==> config.mk <==
export PLATFORM = sky130hd
export DESIGN_NAME = prediction_queue
export DESIGN_NICKNAME = d
export VERILOG_FILES = /design/src/logic/fetch_pkg.sv /design/src/logic/prediction_queue.sv
export VERILOG_INCLUDE_DIRS = /design/src /design/src/logic
export SDC_FILE = /design/constraint.sdc
export NUM_CORES = 1
export LEC_CHECK = 0
export ABC_AREA = 1
export BUFFER_PORTS_ARGS = -buffer_cell sky130_fd_sc_hd__clkbuf_2
export CAP_MARGIN = 20
export CORE_UTILIZATION = 25
export CTS_CLUSTER_DIAMETER = 150
export DETAILED_ROUTE_END_ITERATION = 10
export PLACE_DENSITY = 0.4
export RECOVER_POWER = 50
export SLEW_MARGIN = 20
export SYNTH_ARGS = -nofsm -noshare
export SYNTH_HDL_FRONTEND = slang
export SYNTH_SLANG_ARGS = --single-unit
==> constraint.sdc <==
create_clock -name clk -period 5.54 [get_ports clk]
set_input_delay 0.554 -clock clk [delete_from_list [all_inputs] [get_ports clk]]
set_output_delay 0.554 -clock clk [all_outputs]
set_load 0.005 [all_outputs]
==> src/logic/fetch_defs.svh <==
`ifndef FETCH_DEFS_SVH
`define FETCH_DEFS_SVH

// byte address width of the core
`define PC_WIDTH 32

// table index taken from pc[9:2]
`define INDEX_WIDTH 8

// entries in the direct-mapped target table
`define NR_SLOT 256

// max fetches waiting for their resolve
`define QUEUE_DEPTH 4

// boot vector
`define RESET_PC 32'hBFC0_0000

// word step between sequential fetches
`define PC_STEP 4

// low address bits always zero for aligned fetch
`define WORD_SHIFT 2

`endif

==> src/logic/fetch_pkg.sv <==
`include "fetch_defs.svh"

package fetch_pkg;

    // full byte address as seen on the fetch ports
    typedef logic [`PC_WIDTH-1:0] pc_t;

    // address without the two zero low bits
    // the target table keeps only this part
    typedef logic [`PC_WIDTH-`WORD_SHIFT-1:0] word_pc_t;

    // slot number in the target table
    typedef logic [`INDEX_WIDTH-1:0] index_t;

    // pc[9:2] picks the slot
    function automatic index_t slot_of(input pc_t pc);
        return pc[`INDEX_WIDTH+`WORD_SHIFT-1:`WORD_SHIFT];
    endfunction

    // strip the byte offset before storing a target
    function automatic word_pc_t word_of(input pc_t pc);
        return pc[`PC_WIDTH-1:`WORD_SHIFT];
    endfunction

endpackage

==> src/logic/prediction_queue.sv <==
`timescale 1ns/1ps

`include "fetch_defs.svh"

module prediction_queue #(
    parameter int DEPTH = `QUEUE_DEPTH  // power of two and at least 2
) (
    input  logic            clk,
    input  logic            reset,
    input  logic            push,             // record the current fetch
    input  fetch_pkg::pc_t  push_pc,          // fetched address
    input  fetch_pkg::pc_t  push_next_pc,     // what was predicted after it
    input  logic            pop,              // head resolved as predicted
    input  logic            flush,            // drop everything on redirect
    input  fetch_pkg::pc_t  resolve_next_pc,  // true next address of the head
    output logic            full,
    output logic            empty,
    output fetch_pkg::pc_t  head_pc,          // oldest unresolved fetch
    output logic            mismatch          // head prediction was wrong
);

    import fetch_pkg::*;

    localparam int PTR_W = $clog2(DEPTH);

    // record storage
    pc_t rec_pc   [DEPTH];
    pc_t rec_next [DEPTH];

    logic [PTR_W-1:0] rd_ptr;
    logic [PTR_W-1:0] wr_ptr;
    logic [PTR_W:0]   count;     // one extra bit to tell full from empty

    logic do_push;
    logic do_pop;

    assign full  = (count == (PTR_W+1)'(DEPTH));
    assign empty = (count == '0);

    // a push in the flush cycle belongs to the wrong path
    assign do_push = push && !full && !flush;
    assign do_pop  = pop && !empty && !flush;

    assign head_pc = rec_pc[rd_ptr];

    // garbage when empty so the caller qualifies it with the resolve strobe
    assign mismatch = (rec_next[rd_ptr] != resolve_next_pc);

    // pointers and occupancy
    always_ff @(posedge clk) begin
        if (reset) begin
            rd_ptr <= '0;
            wr_ptr <= '0;
            count  <= '0;
        end else if (flush) begin
            rd_ptr <= '0;  // restart from slot 0 since old records are dead
            wr_ptr <= '0;
            count  <= '0;
        end else begin
            if (do_push) begin
                wr_ptr <= wr_ptr + 1'b1;  // wraps for power of two depth
            end
            if (do_pop) begin
                rd_ptr <= rd_ptr + 1'b1;
            end
            case ({do_push, do_pop})
                2'b10:   count <= count + 1'b1;
                2'b01:   count <= count - 1'b1;
                default: count <= count;  // both or neither
            endcase
        end
    end

    // record write at the tail
    always_ff @(posedge clk) begin
        if (do_push) begin
            rec_pc[wr_ptr]   <= push_pc;
            rec_next[wr_ptr] <= push_next_pc;
        end
    end

endmodule

==> flow_metrics.tcl, run 1 <==
set metrics [dict create \
    cts_resized 0 \
    grt_pass1_wl_um 41600 \
    async_flop_share_pct 0 \
    synth-edff-count 256 \
    drt_iter0_markers 356 \
    syn_inst 894 \
    ys.flop_type "edfxtp_1" \
    rr_startpoint "count[1]" \
    critPathKind "register to output pin" \
    drc 0 \
    post_cts_buffers 0 \
    fin_util_pct 30.5 \
    seqCellArea_um2 7870 \
    fin_nets 1141 \
    syn-cell-area_um2 10700 \
    cpMaxStageDelayCell "dfxtp_4" \
    yosysTopAreaCell "edfxtp_1" \
    grt.total_usage_pct 12.5 \
    worstMarginPinSlew_ns 2.09 \
    total_power_mw 4.33 \
    synthDominantCellAreaShare_pct 71.9 \
    drt_first_pass_iters 4 \
    violations "capacitance limit, slew limit" \
    worstPathMaxFanout 66 \
    min_from "push_pc[6]" \
    vdd_drop_max_v 0.000209 \
    wl_um 27300 \
    die_h_um 209 \
    clock_latency_ns 0.57 \
    fp.dieW_um 209 \
    r2r-end "rec_next[1][14]" \
    r2r_slack_ns 1.91 \
    tns_ns 0 \
    crit_cells 11 \
    cts_tree "yes" \
    max_stage_delay_ns 0.76 \
    antenna_left 0 \
    fmax_ghz 0.261 \
    hold-worst-slack_ns 0.249 \
    grt_max_degree 70 \
    placed_area_um2 12000 \
    crit_end "mismatch" \
    multi_input_area_um2 2440 \
    via_per_inst 4.31 \
    dieArea_um2 43600 \
    grt_pass1_vias 6926 \
    ys_seq_area_share_pct 73.6 \
    cp-start-kind "register" \
    initial_core_util_pct 25.4 \
    gr-total-overflow 0 \
    row_count 75 \
    crit_top_cell "nand2_1" \
    rsz0062_at_grt "false" \
    clk_path_buf_depth 3 \
    ios 136 \
    cp.arrival_ns 3.28 \
    core-area_um2 42000 \
    period_share_pct 69.1 \
    hpwl_um 15700 \
    drv_slew 31 \
    cts-buffers-inserted 31 \
    area_growth_pct 19.8 \
    fillCellCount 4332 \
    hp-class "primary input to register" \
    root_buffer "clkbuf_16" \
    relSlewSlack_pct -39.4 \
    diodes 0 \
    worst_ep_required_time_ns 4.99 \
    setup_viol 0 \
    synth_cell_types 18 \
    clk_pin_slew_worst_paths_ns 0.06 \
    antenna_found_initial 1 \
    syn_area_per_cell_um2 12.0 \
    cts_hold_buf 0 \
    finalCriticalPeriod_ns 3.83 \
    cap_violations 1 \
    layout-drive-gt1-share_pct 12.2 \
    leakagePower_nw 4.66 \
    crit_family "simple AND/OR/NAND/NOR gates" \
    ys_ff_latch 265 \
    syn_nets 1001 \
    outcome "complete, but fails checks" \
    routedWlPerCell_um 17.1 \
    path_cells "buf_4, nand2_1, nand3_1, nand2_1, nand2_1, nand3_1, nor2_1, nand2_1, nor2_1, nand2_1, clkbuf_2" \
    design_area_um2 12800 \
    reg2regPathDepth 6 \
    io_buffers 135 \
    fin_skew_ns 0.00679 \
    gp_congestion 0.725 \
    endpoint_kind "output pin" \
    htree_levels 1 \
    synthTopCellsByArea "edfxtp_1 72%, nand2_1 8.4%, nand3_1 4.5%" \
    vias 6868 \
    cp_num_buf_inv 2 \
    cts_sinks 265 \
    yosysWarnings 0 \
    finalHoldViolations 0 \
    powerDensity_nw_per_um2 338 \
]
state kept, by name, indices dropped and copies added, names as in the netlist, named ones only:
name and flops:
rec_next 128, wr_ptr 2, count 3, rd_ptr 2, rec_pc 128
per-layer routing:
layer,GRT usage [%],vias to the layer above,share of wire [%],wire [um]
li1,-,3417,-,-
met4,3.19,2,2.1,561
met3,3.40,40,5.7,1560
met1,16.3,3273,46,12600
met2,20.5,136,46,12600
met5,0,-,0.048,13
synth_stat cells (all sizes together) (5+ instances only):
| master | count |
|---|---|
| edfxtp | 256 |
| clkbuf | 19 |
| nand3 | 96 |
| o21ai | 71 |
| buf | 22 |
| dfxtp | 9 |
| o22ai | 32 |
| ha | 5 |
| nor2 | 81 |
| inv | 46 |
| nand2 | 239 |
| a21oi | 9 |
| nand3b | 6 |
cell usage in the layout, fill, tap and decap left out, types with 7 or more instances in the layout:
master and instances:
inv_1 44, nor2_1 78, o22ai_1 32, nand3_1 96, buf_4 11, nand2_1 239, clkbuf_16 31, edfxtp_1 256
dfxtp_1 7, clkinv_1 9, a21oi_1 9, clkbuf_2 71, o21ai_0 71, clkbuf_1 72
final cells by class:
cell class | instances | area share, %
tap | 539 | 5.27
clock buffer | 38 | 6.26
sequential | 265 | 61.5
multi-input combinational | 542 | 19.1
timing repair buffer | 148 | 5.48
clock inverter | 17 | 1.07
inverter | 46 | 1.37
kinds of logic after synthesis:
| group | Yosys count | synth area share [%] |
|---|---|---|
| flops | 265 | 73.6 |
| buf+inv | 87 | 3.77 |
| compound gates | 112 | 5.62 |
| fa+ha+maj | 6 | 0.772 |
| simple gates | 424 | 16.2 |
where the power goes:
| part | leakage (nW) | switching, mW | internal, mW |
|---|---|---|---|
| registers | 2.40 | 0.00924 | 2.24 |
| clock network | 0.455 | 0.794 | 1.11 |
| logic | 1.81 | 0.115 | 0.0630 |
| total | 4.66 | 0.918 | 3.41 |
stage by stage:
stage,std cells,setup slack (ns)
finish,1595,1.71
global route,1595,1.36
CTS,1595,1.57
detailed placement,1540,2.21
global placement,1539,2.20
floorplan,894,1.51
worst min path at each step:
stage               cells after the start            end
floorplan                               2       register
global placement                        2       register
detailed placement                      2       register
CTS                                     1  rec_pc[2][10]
global route                            1  rec_pc[1][10]
finish                                  1   rec_pc[3][6]
Note: power is estimated with default switching activity, not from simulation.
==> run 2, diff against run 1 <==
==> constraint.sdc (replaced) <==
create_clock -name clk -period 3.8 [get_ports clk]
set_input_delay 0.38 -clock clk [delete_from_list [all_inputs] [get_ports clk]]
set_output_delay 0.38 -clock clk [all_outputs]
set_load 0.005 [all_outputs]
==> run 2 against run 1 <==
Compared with the run above: the run still ends with capacitance limit, slew limit left; sequential power rose by 46%; register-to-register slack got worse by 1.1 ns; hold slack got worse by 0.18 ns; final cell count rose by 0.31%; non-clock buffer count rose by 1; routed wire length fell by 1.8%; sequential share of layout area fell by 0.57 points; largest cell class unchanged.
==> flow_metrics.tcl, run 2 (same netlist as run 1, synthesis figures left out) <==
set metrics [dict create \
    htree_levels 1 \
    crit_top_cell "buf_4" \
    dp_cells 1540 \
    drt_iter0_markers 412 \
    path_cells "buf_4, buf_4, o21ai_0, o22ai_1, clkbuf_2" \
    gr-total-overflow 0 \
    rsz0062_at_grt "false" \
    clk_pin_slew_worst_paths_ns 0.05 \
    wl_um 26800 \
    hpwl_um 15100 \
    period_share_pct 83.5 \
    pre_cts_ws_ns 1.08 \
    cts_resized 0 \
    min_from "push_pc[27]" \
    grt_pass1_vias 6847 \
    area_growth_pct 20.9 \
    layout-drive-gt1-share_pct 12.2 \
    routedWlPerCell_um 16.8 \
    worst_slack_ns 0.628 \
    final_cells 1600 \
    critPathKind "register to output pin" \
    gp_congestion 0.695 \
    drc 0 \
    row_count 75 \
    busiest_layer "met2" \
    fin_util_pct 30.7 \
    leakagePower_nw 4.72 \
    finalCriticalPeriod_ns 3.17 \
    max_stage_delay_ns 0.68 \
    most-common-layout-cells "256 x edfxtp_1, 239 x nand2_1, 96 x nand3_1" \
    worstMarginPinSlew_ns 2.13 \
    powerDensity_nw_per_um2 502 \
    fp.dieW_um 209 \
    cts_hold_buf 1 \
    outcome "complete, but fails checks" \
    cts_sinks 265 \
    use_met2_pct 20.7 \
    cp.arrival_ns 2.79 \
    violations "capacitance limit, slew limit" \
    die_h_um 209 \
    post_cts_buffers 0 \
    layout_commonest_cell "edfxtp_1" \
    fin_skew_ns 0.0143 \
    rr_startpoint "count[1]" \
    cts_tree "yes" \
    met1_usage_pct 15.8 \
    grt_use_met3_pct 3.37 \
    setup_viol 0 \
    via_per_inst 4.33 \
    cap_violations 2 \
    antenna_found_initial 2 \
    drt_first_pass_iters 7 \
    antenna_left 0 \
    initial_core_util_pct 25.4 \
    finalHoldViolations 0 \
    ios 136 \
    top_regs "rec_next: 128 flops, rec_pc: 128 flops, count: 3 flops" \
    fin_nets 1142 \
    cts-buffers-inserted 31 \
    dieArea_um2 43600 \
    fmax_ghz 0.315 \
    vdd_drop_max_v 0.000310 \
    drv_slew 130 \
    endpoint_kind "output pin" \
    clock_latency_ns 0.56 \
    hp-class "primary input to register" \
    hold-worst-slack_ns 0.0736 \
    io_buffers 135 \
    clk_path_buf_depth 3 \
    worst_ep_required_time_ns 3.42 \
    relSlewSlack_pct -42.2 \
    worstPathMaxFanout 79 \
    vias 6929 \
    tns_ns 0 \
    grt_max_degree 80 \
    core-area_um2 42000 \
    grt.total_usage_pct 12.4 \
    cpMaxStageDelayCell "buf_4" \
    root_buffer "clkbuf_16" \
    grt_pass1_wl_um 41200 \
    cp-start-kind "register" \
]
## run 2: changes by cell type in the layout (fill, tap and decap cells not counted), sizes merged
cell | before | now
inv | 48 | 46
buf | 12 | 11
clkinvlp | 1 | 0
bufinv | 2 | 5
dlygate4sd3 | 0 | 1
clkinv | 12 | 14
diode | 0 | 2
clkbuf | 174 | 175
## run 2: worst max-delay path: cells and delay by family (launching register included)
family,cells,cell delay [ns]
AOI/OAI and AO/OA,2,0.44
buffers and inverters,3,1.41
DFF,1,0.35
## run 2: worst paths after layout
path	to	slack [ns]	cells past startpoint
min reg2reg	register	0.46	2
min	rec_pc[0][27]	0.07	1
max reg2reg	rec_next[1][23]	0.77	5
max	head_pc[28]	0.63	5
## run 2: metal layers
metal,wire (um),part of all wire [%]
met4,553,2.1
met2,12500,47
met5,13,0.049
met1,12000,45
met3,1710,6.4
## run 2: stage by stage
stage                     instance area (um2)  total power [mW]
after detailed placement                12000              3.61
after global placement                  12000              3.61
after global routing                    12900              6.72
after floorplan                         10700              3.46
after CTS                               13000              6.60
final                                   12900              6.49
## run 2: area by class of cell
cell class | count | area [um2]
Clock inverter | 19 | 205
Multi-Input combinational cell | 542 | 2440
Sequential cell | 265 | 7870
Fill cell | 4345 | 29100
Timing Repair Buffer | 149 | 748
Tap cell | 539 | 674
Antenna cell | 2 | 5.00
Clock buffer | 38 | 802
Inverter | 46 | 175
## run 2: power by group
part	switching (mW)	internal (mW)	total, mW
sequential	0.0116	3.26	3.27
combinational	0.168	0.0943	0.262
clock	1.14	1.82	2.96
total	1.32	5.17	6.49
