<file path="config.mk">
export PLATFORM = sky130hd
export DESIGN_NAME = fetch_control
export DESIGN_NICKNAME = d
export VERILOG_FILES = /design/src/logic/fetch_pkg.sv /design/src/logic/fetch_control.sv
export VERILOG_INCLUDE_DIRS = /design/src /design/src/logic
export SDC_FILE = /design/constraint.sdc
export NUM_CORES = 1
export LEC_CHECK = 0
export BUFFER_PORTS_ARGS = -buffer_cell sky130_fd_sc_hd__buf_2
export CORE_MARGIN = 4
export CORE_UTILIZATION = 41
export CTS_CLUSTER_SIZE = 14
export DETAILED_ROUTE_END_ITERATION = 10
export MAX_ROUTING_LAYER = met4
export PLACE_DENSITY_LB_ADDON = 0.25
export SLEW_MARGIN = 0
export SYNTH_ARGS = -nofsm -noshare
export SYNTH_HDL_FRONTEND = slang
export SYNTH_SLANG_ARGS = --single-unit
</file>
<file path="constraint.sdc">
create_clock -name clk -period 2.63 [get_ports clk]
set_input_delay 0.526 -clock clk [delete_from_list [all_inputs] [get_ports clk]]
set_output_delay 0.526 -clock clk [all_outputs]
set_load 0.02 [all_outputs]
</file>
<file path="src/logic/fetch_defs.svh">
`ifndef FETCH_DEFS_SVH
`define FETCH_DEFS_SVH

// byte address width of the core
`define PC_WIDTH 32

// table index taken from pc[9:2]
`define INDEX_WIDTH 8

// entries in the direct-mapped target table
`define NR_SLOT 256

// max fetches waiting for their resolve
`define QUEUE_DEPTH 4

// boot vector
`define RESET_PC 32'hBFC0_0000

// word step between sequential fetches
`define PC_STEP 4

// low address bits always zero for aligned fetch
`define WORD_SHIFT 2

`endif

</file>
<file path="src/logic/fetch_pkg.sv">
`include "fetch_defs.svh"

package fetch_pkg;

    // full byte address as seen on the fetch ports
    typedef logic [`PC_WIDTH-1:0] pc_t;

    // address without the two zero low bits
    // the target table keeps only this part
    typedef logic [`PC_WIDTH-`WORD_SHIFT-1:0] word_pc_t;

    // slot number in the target table
    typedef logic [`INDEX_WIDTH-1:0] index_t;

    // pc[9:2] picks the slot
    function automatic index_t slot_of(input pc_t pc);
        return pc[`INDEX_WIDTH+`WORD_SHIFT-1:`WORD_SHIFT];
    endfunction

    // strip the byte offset before storing a target
    function automatic word_pc_t word_of(input pc_t pc);
        return pc[`PC_WIDTH-1:`WORD_SHIFT];
    endfunction

endpackage

</file>
<file path="src/logic/fetch_control.sv">
`timescale 1ns/1ps

`include "fetch_defs.svh"

module fetch_control (
    input  logic            clk,
    input  logic            reset,
    input  logic            fetch_stall,      // hold fetch this cycle
    input  logic            resolve_valid,    // one instruction resolved
    input  fetch_pkg::pc_t  resolve_next_pc,  // its true successor
    input  fetch_pkg::pc_t  predicted_pc,     // table answer for fetch_pc
    input  logic            full,             // queue cannot take a record
    input  logic            mismatch,         // head record disagrees with resolve
    output fetch_pkg::pc_t  fetch_pc,
    output logic            fetch_valid,
    output logic            push,
    output fetch_pkg::pc_t  push_pc,
    output fetch_pkg::pc_t  push_next_pc,
    output logic            pop,
    output logic            flush,
    output logic            update_en,
    output logic            strengthen_en,
    output logic            mispredict
);

    import fetch_pkg::*;

    pc_t  fetch_pc_next;
    logic fetch_enable;   // low for the first cycle out of reset
    logic redirect;

    // resolve outcome, one of two mutually exclusive paths
    assign mispredict    = resolve_valid && mismatch;
    assign redirect      = mispredict;
    assign pop           = resolve_valid && !mismatch;  // head was right
    assign flush         = redirect;      // younger records are wrong path
    assign update_en     = redirect;      // retrain head slot
    assign strengthen_en = pop;           // confirm head slot

    // fetch happens when nothing blocks it
    assign fetch_valid = fetch_enable && !fetch_stall && !full && !redirect;

    // record what was fetched and what we guessed comes next
    assign push         = fetch_valid;
    assign push_pc      = fetch_pc;
    assign push_next_pc = predicted_pc;

    // next fetch address, redirect wins over everything
    always_comb begin
        if (redirect) begin
            fetch_pc_next = resolve_next_pc;
        end else if (fetch_valid) begin
            fetch_pc_next = predicted_pc;  // follow the table
        end else begin
            fetch_pc_next = fetch_pc;      // stall or queue full
        end
    end

    always_ff @(posedge clk) begin
        if (reset) begin
            fetch_pc     <= `RESET_PC;
            fetch_enable <= 1'b0;
        end else begin
            fetch_pc     <= fetch_pc_next;
            fetch_enable <= 1'b1;
        end
    end

endmodule

</file>
==> flow_summary.json, run 1 <==
{
  "final_cell_mix": "buf_2, nand2_1, dfxtp_1",
  "cts_sinks": 33,
  "hp-class": "flip-flop to flip-flop",
  "slew-limit-headroom": 0.519,
  "synth_cells": 256,
  "antenna_left": 0,
  "die_height_um": 77.5,
  "dp_cells": 397,
  "hold_viol": 0,
  "drt_iter0_markers": 96,
  "worstPathArrival_ns": 1.52,
  "die-area_sq_um": 6010,
  "antenna_found_initial": 0,
  "p_sw_frac": 0.346,
  "crit_required_ns": 2.10,
  "yosys_warnings": 0,
  "finalSetupViolations": 0,
  "ys_ff_latch": 33,
  "dpl-instance-area_sq_um": 2330,
  "core_area_sq_um": 4690,
  "cts_resized": 0,
  "grt_usage": 0.178,
  "cp-start-kind": "primary input",
  "status": "complete, no violations",
  "cts_root_buffer": "clkbuf_8",
  "row_count": 25,
  "grt_max_degree": 56,
  "synthXorXnorAreaFrac": 0,
  "slew_violations": 0,
  "final_cells": 405,
  "muxShareOfSynthArea": 0,
  "synth_top_family_by_area": "buffers and inverters",
  "synthAdderAreaFrac": 0,
  "clkLatencyLatePin_ns": 0.27,
  "power_frac_seq": 0.430,
  "post-dp-hpwl_mm": 3.94,
  "final_common_cell": "buf_2",
  "cts_buffer_depth": 2,
  "synth_area_sq_um": 1980,
  "min_period_over_period": 0.777,
  "pin_count": 173,
  "synth.net_count": 326,
  "p_clk_frac": 0.277,
  "clkTransAtPathRegs_ns": 0.07,
  "ys_types": 19,
  "finalSetupTns_ns": 0,
  "finalCriticalPeriod_ns": 2.04,
  "fmax_ghz": 0.489,
  "crit_fanout": 22,
  "power_frac_comb": 0.293,
  "power_density_nw_per_um2": 541,
  "maxCapViolations": 0,
  "max-vdd-ir-drop_mv": 0.232,
  "tritoncts": "done",
  "grt_pass1_wl_mm": 8.51,
  "wirelength_mm": 5.32,
  "die_width_um": 77.5,
  "p_int_uw": 855,
  "dr.pass1.iters": 4,
  "vias": 2015,
  "power_mw": 1.31,
  "syn_avg_cell_area_sq_um": 7.74,
  "via_per_inst": 4.98,
  "yosys.area_share.simple": 0.226,
  "initial_core_util": 0.422,
  "finClkSkew_ns": 0.00186,
  "io_buffers": 172,
  "postCtsHoldBufs": 0,
  "antenna_cells": 0,
  "power.leakage_nw": 1.21,
  "final_cell_area_sq_um": 2410,
  "htree_levels": 2,
  "endpoint_kind": "output port",
  "seq_area_frac_synth": 0.334,
  "p_sw_uw": 452,
  "area_delta_synth_final_pct": 21.9,
  "fin_nets": 420,
  "post-route-drc-count": 0,
  "critPathKind": "primary input to output port",
  "synth_compound_area_frac": 0.131,
  "rsz0062_at_grt": "false",
  "drive_gt1_frac": 0.541,
  "avgRoutedWirePerCell_um": 13.1,
  "cts_buffers": 5,
  "cts_setup_buffers": 0,
  "grt_overflow": 0,
  "tightest_slew_ns": 0.720,
  "grt_pass1_vias": 1875,
  "gp_congestion": 0.730
}
## cell type report
cell class	instances	area (sq um)
Clock inverter	2	10.0
Tap cell	54	67.6
Fill cell	469	2280
Timing Repair Buffer	175	883
Sequential cell	33	661
Clock buffer	6	72.6
Inverter	2	7.51
Multi-Input combinational cell	133	713
## per-stage QoR
step / hold WS, ns / util / worst slack (ns)
after floorplan: 0.556 / - / 0.374
after global placement: 0.470 / 0.497 / 0.614
after detailed placement: 0.481 / 0.497 / 0.589
after CTS: 0.490 / 0.515 / 0.590
after global routing: 0.505 / 0.515 / 0.428
final: 0.488 / 0.515 / 0.585
## synth_stat cells, drive strengths merged
master,number,share of area
nor2,1,0.0019
o21ai,23,0.058
nor3,18,0.045
nor4,18,0.076
buf,80,0.29
or3b,1,0.0044
nor3b,1,0.0063
a31oi,23,0.073
dfxtp,33,0.33
nand2,47,0.089
inv,2,0.0038
clkbuf,8,0.015
nor2b,1,0.0032
## worst max-delay path, cell delays in order
cell	delay, ns
buf_2	0.09
nand2_1	0.06
inv_1	0.53
nor2_1	0.12
buf_2	0.19
## routing by layer
layer,track usage,share of wire,routed length (um)
met1,0.204,0.42,2220
met2,0.310,0.49,2620
met3,0.0383,0.081,433
met4,0.0552,0.0096,51
met5,-,0,0
## power by group through the flow
stage / clock [mW] / combinational (mW) / sequential [mW]
5_1_grt: 0.401 / 0.414 / 0.568
2_1_floorplan: 0 / 0.262 / 0.616
6_report: 0.362 / 0.383 / 0.562
3_5_place_dp: 0 / 0.387 / 0.573
3_3_place_gp: 0 / 0.383 / 0.573
4_1_cts: 0.376 / 0.387 / 0.563
## path summary, 6_finish.rpt
check | to | cells after the start | start | slack (ns)
worst max-delay path | push | 5 | mismatch | 0.59
worst min-delay path | fetch_pc[0] | 2 | fetch_pc[0] | 0.49
worst max register to register | fetch_pc[22] | 4 | fetch_enable | 1.25
worst min register to register | fetch_pc[0] | 2 | fetch_pc[0] | 0.49
## flip-flops by register name, indices dropped and copies added, names as in the netlist
| signal | flops |
|---|---|
| fetch_enable | 1 |
| fetch_pc | 32 |
## cells by family (layout without fill, tap and decap cells)
| group | Yosys count | in the layout |
|---|---|---|
| compound gates | 46 | 46 |
| buf+inv | 90 | 185 |
| flops | 33 | 33 |
| simple gates | 87 | 87 |
Power figures use the tool's default switching activity.
==> run 2: changes to the inputs <==
--- a/config.mk
+++ b/config.mk
@@ -8,7 +8,7 @@
 export LEC_CHECK = 0
 export BUFFER_PORTS_ARGS = -buffer_cell sky130_fd_sc_hd__buf_2
 export CORE_MARGIN = 4
-export CORE_UTILIZATION = 41
+export CORE_UTILIZATION = 34
 export CTS_CLUSTER_SIZE = 14
 export DETAILED_ROUTE_END_ITERATION = 10
 export MAX_ROUTING_LAYER = met4
==> constraint.sdc (replaced) <==
create_clock -name clk -period 1.8 [get_ports clk]
set_input_delay 0.36 -clock clk [delete_from_list [all_inputs] [get_ports clk]]
set_output_delay 0.36 -clock clk [all_outputs]
set_load 0.02 [all_outputs]
==> run 2 against run 1 <==
Combinational power is 48% higher. Power rose by 52%. Wire length grew 5.5%. Non-clock buffer count is 4 higher. Critical path type is now flip-flop to output port. Largest power group unchanged.
==> flow_summary.json, run 2 (synthesis gave the netlist of run 1 again) <==
{
  "reg_top3": "fetch_pc: 32 flops, fetch_enable: 1 flops",
  "htree_levels": 2,
  "clkTransAtPathRegs_ns": 0.07,
  "largest_reg_flops": 32,
  "cts_setup_buffers": 0,
  "p_int_mw": 1.33,
  "fmax_ghz": 0.600,
  "dr.pass1.iters": 4,
  "path_buf_inv": 1,
  "power_mw": 1.99,
  "grt_pass1_vias": 1850,
  "initial_core_util": 0.355,
  "dpl-instance-area_sq_um": 2390,
  "maxCapViolations": 0,
  "grt_usage": 0.152,
  "path_cells": "or3b_1, nor2_2, buf_2",
  "drive_gt1_frac": 0.552,
  "fin_nets": 424,
  "vias": 1971,
  "hold_viol": 0,
  "cts_buffers": 5,
  "grt_pass1_wl_mm": 8.69,
  "power.leakage_nw": 1.24,
  "multiInputGateArea_sq_um": 716,
  "die-area_sq_um": 7110,
  "clkLatencyLatePin_ns": 0.28,
  "grt_overflow": 0,
  "fill_cells": 589,
  "pin_count": 173,
  "grt_max_degree": 56,
  "die_width_um": 84.3,
  "antenna_found_initial": 0,
  "cts_resized": 0,
  "ff_latch_area_sq_um": 661,
  "slew_violations": 0,
  "final_cell_area_sq_um": 2490,
  "min_period_over_period": 0.925,
  "final_common_cell": "buf_2",
  "finalSetupTns_ns": 0,
  "crit_path_max_incr_delay_ns": 0.40,
  "cts_buffer_depth": 2,
  "io_buffers": 172,
  "die_height_um": 84.3,
  "max-vdd-ir-drop_mv": 0.361,
  "cpMaxStageDelayCell": "or3b_1",
  "status": "complete, no violations",
  "hp-class": "primary input to flip-flop",
  "worstPathArrival_ns": 1.31,
  "p_clk_frac": 0.302,
  "crit_family": "simple AND/OR/NAND/NOR gates",
  "critPathKind": "flip-flop to output port",
  "drt_iter0_markers": 47,
  "finalCriticalPeriod_ns": 1.67,
  "power_frac_seq": 0.413,
  "p_sw_frac": 0.331,
  "tightest_slew_ns": 0.494,
  "power_density_nw_per_um2": 801,
  "final_cell_mix": "buf_2, nand2_1, dfxtp_1",
  "cp-start-kind": "flip-flop",
  "crit_required_ns": 1.44,
  "cts_sinks": 33,
  "postCtsHoldBufs": 0,
  "post-dp-hpwl_mm": 4.30,
  "tritoncts": "done",
  "p_sw_uw": 660,
  "antenna_left": 0,
  "regMostFlops": "fetch_pc",
  "power_frac_comb": 0.285,
  "crit_fanout": 3,
  "via_per_inst": 4.62,
  "rsz0062_at_grt": "false",
  "finClkSkew_ns": 0.00843,
  "cts_root_buffer": "clkbuf_8",
  "wirelength_mm": 5.62,
  "gp_congestion": 0.800,
  "area_delta_synth_final_pct": 25.6,
  "avgRoutedWirePerCell_um": 13.2,
  "post-route-drc-count": 0,
  "row_count": 27,
  "endpoint_kind": "output port",
  "core_area_sq_um": 5570,
  "slew-limit-headroom": 0.671,
  "finalSetupViolations": 0,
  "antenna_cells": 0
}
[run 2: final cells by class]
| cell class | instances | share of cell area |
|---|---|---|
| repair buffers | 179 | 0.367 |
| multi-input cells | 133 | 0.288 |
| flip-flops and latches | 33 | 0.265 |
| clock buffers | 7 | 0.0387 |
| well taps | 72 | 0.0362 |
| inverters | 2 | 0.00302 |
| clock inverters | 1 | 0.00201 |
[run 2: per-layer routing]
metal  part of all wire  wire, um  vias to the layer above  track usage
li1                   -         -                     1003            -
met5                  0         0                        -            -
met1               0.40      2270                      873        0.165
met4             0.0089        50                        0       0.0395
met3              0.085       475                        4       0.0412
met2               0.50      2830                       91        0.273
[run 2: power by group through the flow]
stage / registers, mW / logic (mW) / clock network [mW]
3_3_place_gp: 0.837 / 0.573 / 0
2_1_floorplan: 0.899 / 0.384 / 0
4_1_cts: 0.822 / 0.575 / 0.639
3_5_place_dp: 0.838 / 0.574 / 0
5_1_grt: 0.833 / 0.610 / 0.663
6_report: 0.822 / 0.568 / 0.603
[run 2: final timing paths]
kind,start,to,slack (ns),depth (start not counted)
min,predicted_pc[16],fetch_pc[16],0.34,3
max reg2reg,fetch_enable,fetch_pc[31],0.45,4
min reg2reg,fetch_pc[7],fetch_pc[7],0.48,2
max,fetch_enable,push,0.13,3
[run 2: through the flow]
stage | util | hold slack, ns | instances | setup slack (ns)
2_1_floorplan | - | 0.514 | 256 | 0.00103
4_1_cts | 0.446 | 0.330 | 427 | 0.126
3_5_place_dp | 0.428 | 0.477 | 419 | 0.263
5_1_grt | 0.446 | 0.339 | 427 | 0.0651
6_report | 0.446 | 0.344 | 427 | 0.134
3_3_place_gp | 0.428 | 0.470 | 419 | 0.265
[run 2: worst register-to-register path, delay by kind of cell, from the launching register on]
kind,cells,cell delay [ns]
AND/OR/NAND/NOR,3,0.67
buffers and inverters,1,0.22
flip-flops,1,0.34
